===== src/include/mem_macros.svh =====
`ifndef MEM_MACROS_SVH
`define MEM_MACROS_SVH

// shared memory bus between the masters and the SRAM controller
`define MEM_BUS_WIDTH 32

// one strobe per byte lane of the bus word
`define MEM_STRB_WIDTH 4

// external asynchronous SRAM, 256K halfwords with two byte lanes
`define SRAM_ADDR_WIDTH 18

`define SRAM_DATA_WIDTH 16

`endif

===== src/source/mem_bus_pkg.sv =====
`default_nettype none

`include "mem_macros.svh"

package mem_bus_pkg;

  // byte address, bits above the SRAM range alias
  typedef logic [`MEM_BUS_WIDTH-1:0] bus_addr_t;

  typedef logic [`MEM_BUS_WIDTH-1:0] bus_data_t;

  // all zero strobes mean a read
  typedef logic [`MEM_STRB_WIDTH-1:0] bus_strb_t;

  // owner of the shared bus
  typedef enum logic {
    grant_fetch,
    grant_data
  } grant_t;

endpackage

`default_nettype wire


===== src/source/mem_arbiter.sv =====
`default_nettype none

module mem_arbiter (
  input  wire logic                   clock,
  input  wire logic                   reset,
  input  wire logic                   fetch_valid,
  input  wire mem_bus_pkg::bus_addr_t fetch_addr,
  output mem_bus_pkg::bus_data_t      fetch_rdata,
  output logic                        fetch_ready,
  input  wire logic                   data_valid,
  input  wire mem_bus_pkg::bus_addr_t data_addr,
  input  wire mem_bus_pkg::bus_data_t data_wdata,
  input  wire mem_bus_pkg::bus_strb_t data_wstrb,
  output mem_bus_pkg::bus_data_t      data_rdata,
  output logic                        data_ready,
  output logic                        mem_valid,
  output mem_bus_pkg::bus_addr_t      mem_addr,
  output mem_bus_pkg::bus_data_t      mem_wdata,
  output mem_bus_pkg::bus_strb_t      mem_wstrb,
  input  wire mem_bus_pkg::bus_data_t mem_rdata,
  input  wire logic                   mem_ready
);

  import mem_bus_pkg::*;

  logic   locked_q;
  grant_t grant_q;
  grant_t last_q;
  grant_t pick;
  grant_t grant;
  logic   sel_fetch;

  // alternating priority, the loser of the last tie goes first
  always_comb begin
    if (fetch_valid && data_valid) begin
      pick = (last_q == grant_data) ? grant_fetch : grant_data;
    end else if (fetch_valid) begin
      pick = grant_fetch;
    end else begin
      pick = grant_data;
    end
  end

  // idle grant is combinational so the arbiter adds no cycle
  assign grant     = locked_q ? grant_q : pick;
  assign sel_fetch = (grant == grant_fetch);

  assign mem_valid = sel_fetch ? fetch_valid : data_valid;
  assign mem_addr  = sel_fetch ? fetch_addr : data_addr;
  assign mem_wdata = data_wdata;
  // instruction fetches are always reads
  assign mem_wstrb = sel_fetch ? '0 : data_wstrb;

  assign fetch_rdata = mem_rdata;
  assign data_rdata  = mem_rdata;
  assign fetch_ready = mem_ready && sel_fetch;
  assign data_ready  = mem_ready && !sel_fetch;

  // hold the owner from acceptance until the controller answers
  always_ff @(posedge clock) begin
    if (reset) begin
      locked_q <= 1'b0;
      grant_q  <= grant_fetch;
      last_q   <= grant_data;
    end else if (locked_q) begin
      if (mem_ready) begin
        locked_q <= 1'b0;
      end
    end else if (mem_valid) begin
      locked_q <= 1'b1;
      grant_q  <= pick;
      last_q   <= pick;
    end
  end

endmodule

`default_nettype wire


===== config.mk =====
export PLATFORM = sky130hd
export DESIGN_NAME = mem_arbiter
export DESIGN_NICKNAME = d
export VERILOG_FILES = /design/src/source/mem_bus_pkg.sv /design/src/source/mem_arbiter.sv
export VERILOG_INCLUDE_DIRS = /design/src /design/src/include
export SDC_FILE = /design/constraint.sdc
export NUM_CORES = 1
export LEC_CHECK = 0
export BUFFER_PORTS_ARGS = -buffer_cell sky130_fd_sc_hd__buf_2
export CAP_MARGIN = 20
export CORE_AREA = 2 2 104 106
export CTS_CLUSTER_SIZE = 14
export DETAILED_ROUTE_END_ITERATION = 16
export DIE_AREA = 0 0 106 108
export GPL_TIMING_DRIVEN = 0
export HOLD_SLACK_MARGIN = 0.12
export PLACE_DENSITY = 0.51
export SLEW_MARGIN = 10
export SYNTH_ARGS = -nofsm -noshare
export SYNTH_HDL_FRONTEND = slang
export SYNTH_SLANG_ARGS = --single-unit

===== constraint.sdc =====
create_clock -name clock -period 1.65 [get_ports clock]
set_input_delay 0.165 -clock clock [delete_from_list [all_inputs] [get_ports clock]]
set_output_delay 0.165 -clock clock [all_outputs]
set_load 0.005 [all_outputs]

==> results.ini <==
[outcome]
status=finished with violations
violations=setup timing

[synthesis]
ys_seq_area_frac=0.0452
synth.top_cell.area_share=0.554
synth.cell_area_mm2=0.00133
synth_top_area_cell=buf_4
ys_ff_latch=3
yosysWarnings=0
synth_top_family_by_area=buffers and inverters
synth_compound_area_frac=0.0283
synth.most_common_cell=buf_4
synth_ff_type=dfxtp_1
synthXorXnorAreaFrac=0
synth_mux_area_frac=0.291
synth-simple-area-share=0.0471
synth_edf_count=0
syn_inst=158
ys_async_sr_fraction=0
synth_adder_area_share=0
syn-num-nets=295
syn_avg_cell_area_um2=8.40
ys_types=17
yosys-top-cells-area=buf_4, mux2_2, dfxtp_1, mux2_4, buf_6
synth.top_cells.by_count=buf_4, mux2_2, inv_1, nor2_1, mux2_4

[global_routing]
grt_first_pass_wirelength_mm=6.93
met2_usage=0.166
grtUsageMet1=0.0610
grt_max_degree=11
met3_usage=0.0253
grt.total_usage=0.0753
globalRoute.busiestLayer=met2
gr-total-overflow=0
antenna_found_initial=0
grt_pass1_vias=1588

[placed_design]
dp_cells=501
place_ws_ns=-0.0819
dpl_cell_area_mm2=0.00253
gp_congestion=0.681
io_buffer_count=207
hpwl_mm=4.51

[route]
drt_first_pass_iters=2
routed_wl_mm=5.35
vias_per_cell=3.40
num_vias=1746
drc_errors=0
ant_nets=0
wl_per_cell_um=10.4
drt_iter0_drc=45

[worst_setup_path]
required_ns=1.48
crit_arrival_ns=1.52
crit_end=mem_addr[16]
critPathMaxFanout=5
worst-r2r-cell-count=3
slowest_delay_ns=0.31
crit_cells=6
r2r_end=last_q$_SDFFE_PP1P_
cp-end-kind=primary output
critPathTopFamily=buffers and inverters
cpMostUsedCell=buf_6
critical_path_class=flop to primary output
crit_slowest_cell=dfxtp_2
cp_cell_sequence=nand2b_4 -> o22ai_4 -> buf_6 -> clkbuf_16 -> mux2_4 -> buf_6
rrSetupSlack_ns=0.67
critPathLaunchType=flop
startpoint=locked_q$_SDFF_PP0_
critPathBufInv=3
r2r_start=locked_q$_SDFF_PP0_

[sta]
finalSetupViolCount=28
skew_ns=0.000636
relSlewSlack=0.885
setup_ws_ns=-0.0321
worst-slew-pin-transition_ns=0.172
setup_tns_ns=-0.466
fmax_mhz=594
fin_crit_sh=1.02
maxSlewViolCount=0
grt_setup_unrepaired=true
hold_viol=0
fin_crit_ns=1.68

[cells_and_area]
finalNetCount=515
syn_to_final_growth_pct=126
fin_area_mm2=0.00300
n_antenna_cell=0
layout.cells.non_filler=513
drive_gt1_frac=0.947

[cts]
cts-root-buf=clkbuf_8
clk_path_buf_depth=2
clk_latency_ns=0.21
ctsHoldBuffers=0
cts_tree=yes
h-tree-depth=1
clkTransAtPathRegs_ns=0.03
cts_made_buffers=3
clock_sinks=3

[power_and_ir_drop]
irDropWorstVdd_mv=0.127
p_leak_uw=0.00181
total_power_uw=1280
power.density_mw_per_mm2=426

[min_path]
hp-class=input port to flop
hold_depth=2

[floorplan]
fp.dieArea_mm2=0.0114
rows=37
ios=272
initial_core_util=0.130
coreArea_mm2=0.0102
die_y_um=108
die_x_um=106

[job]
max_cap_violations=0

-- layout make-up --
| cell class | instances | area, um^2 |
|---|---|---|
| fillers | 1100 | 7230 |
| repair buffers | 216 | 1320 |
| plain buffers | 99 | 766 |
| multi-input cells | 49 | 612 |
| well taps | 136 | 170 |
| flip-flops and latches | 3 | 65.1 |
| clock buffers | 4 | 45.0 |
| inverters | 6 | 22.5 |
-- power by group --
group | switching, uW | internal (uW)
registers | 5.57 | 79.7
logic | 302 | 682
clock network | 44.4 | 164
total | 352 | 926
-- metrics by stage --
step / hold WS (ns) / util
finish: 0.151 / 0.294
detailed placement: 0.375 / 0.248
CTS: 0.148 / 0.270
global route: 0.168 / 0.294
floorplan: 0.237 / -
global placement: 0.373 / 0.248
-- registers in the layout (all words and copies together) (netlist names) --
signal    count
last_q        1
grant_q       1
locked_q      1
-- worst register-to-register path: cells and delay by family, from the launching register on --
family                 cells  cell delay (ns)
AO/OA/AOI/OAI              1             0.27
buffers and inverters      1             0.13
flip-flops                 1             0.31
AND/OR/NAND/NOR            1             0.14
-- layer usage --
metal / share of wire / routed length [um]
met5: 0 / 0
met4: 0.0075 / 40
met3: 0.15 / 788
met2: 0.58 / 3120
met1: 0.26 / 1410
-- cell families after synthesis --
logic type,count (synthesis)
compound gates,4
buf+inv,106
mux,33
flops,3
simple gates,12
-- worst min path at each step --
stage / from / endpoint / slack, ns
after global routing: reset / locked_q$_SDFF_PP0_ / 0.17
after CTS: reset / locked_q$_SDFF_PP0_ / 0.15
after detailed placement: reset / grant_q$_SDFFE_PP0P_ / 0.37
after global placement: reset / grant_q$_SDFFE_PP0P_ / 0.37
final: reset / locked_q$_SDFF_PP0_ / 0.15
after floorplan: reset / grant_q$_SDFFE_PP0P_ / 0.24
-- cells in the final DEF, fill, tap and decap left out, drive strengths merged, types with 3 or more instances in the layout --
cell type / n
buf: 314
clkbuf: 5
dfxtp: 3
inv: 6
mux2: 33
nor2: 6
-- timing repair --
item                       in CTS  in global routing
pin swaps                       1                  1
gates resized for setup        28                 46
setup buffers                   7                  0
cloned                          1                  1
hold endpoints to repair        0                  0
setup endpoints to repair      39                 38
Power figures use the tool's default switching activity.
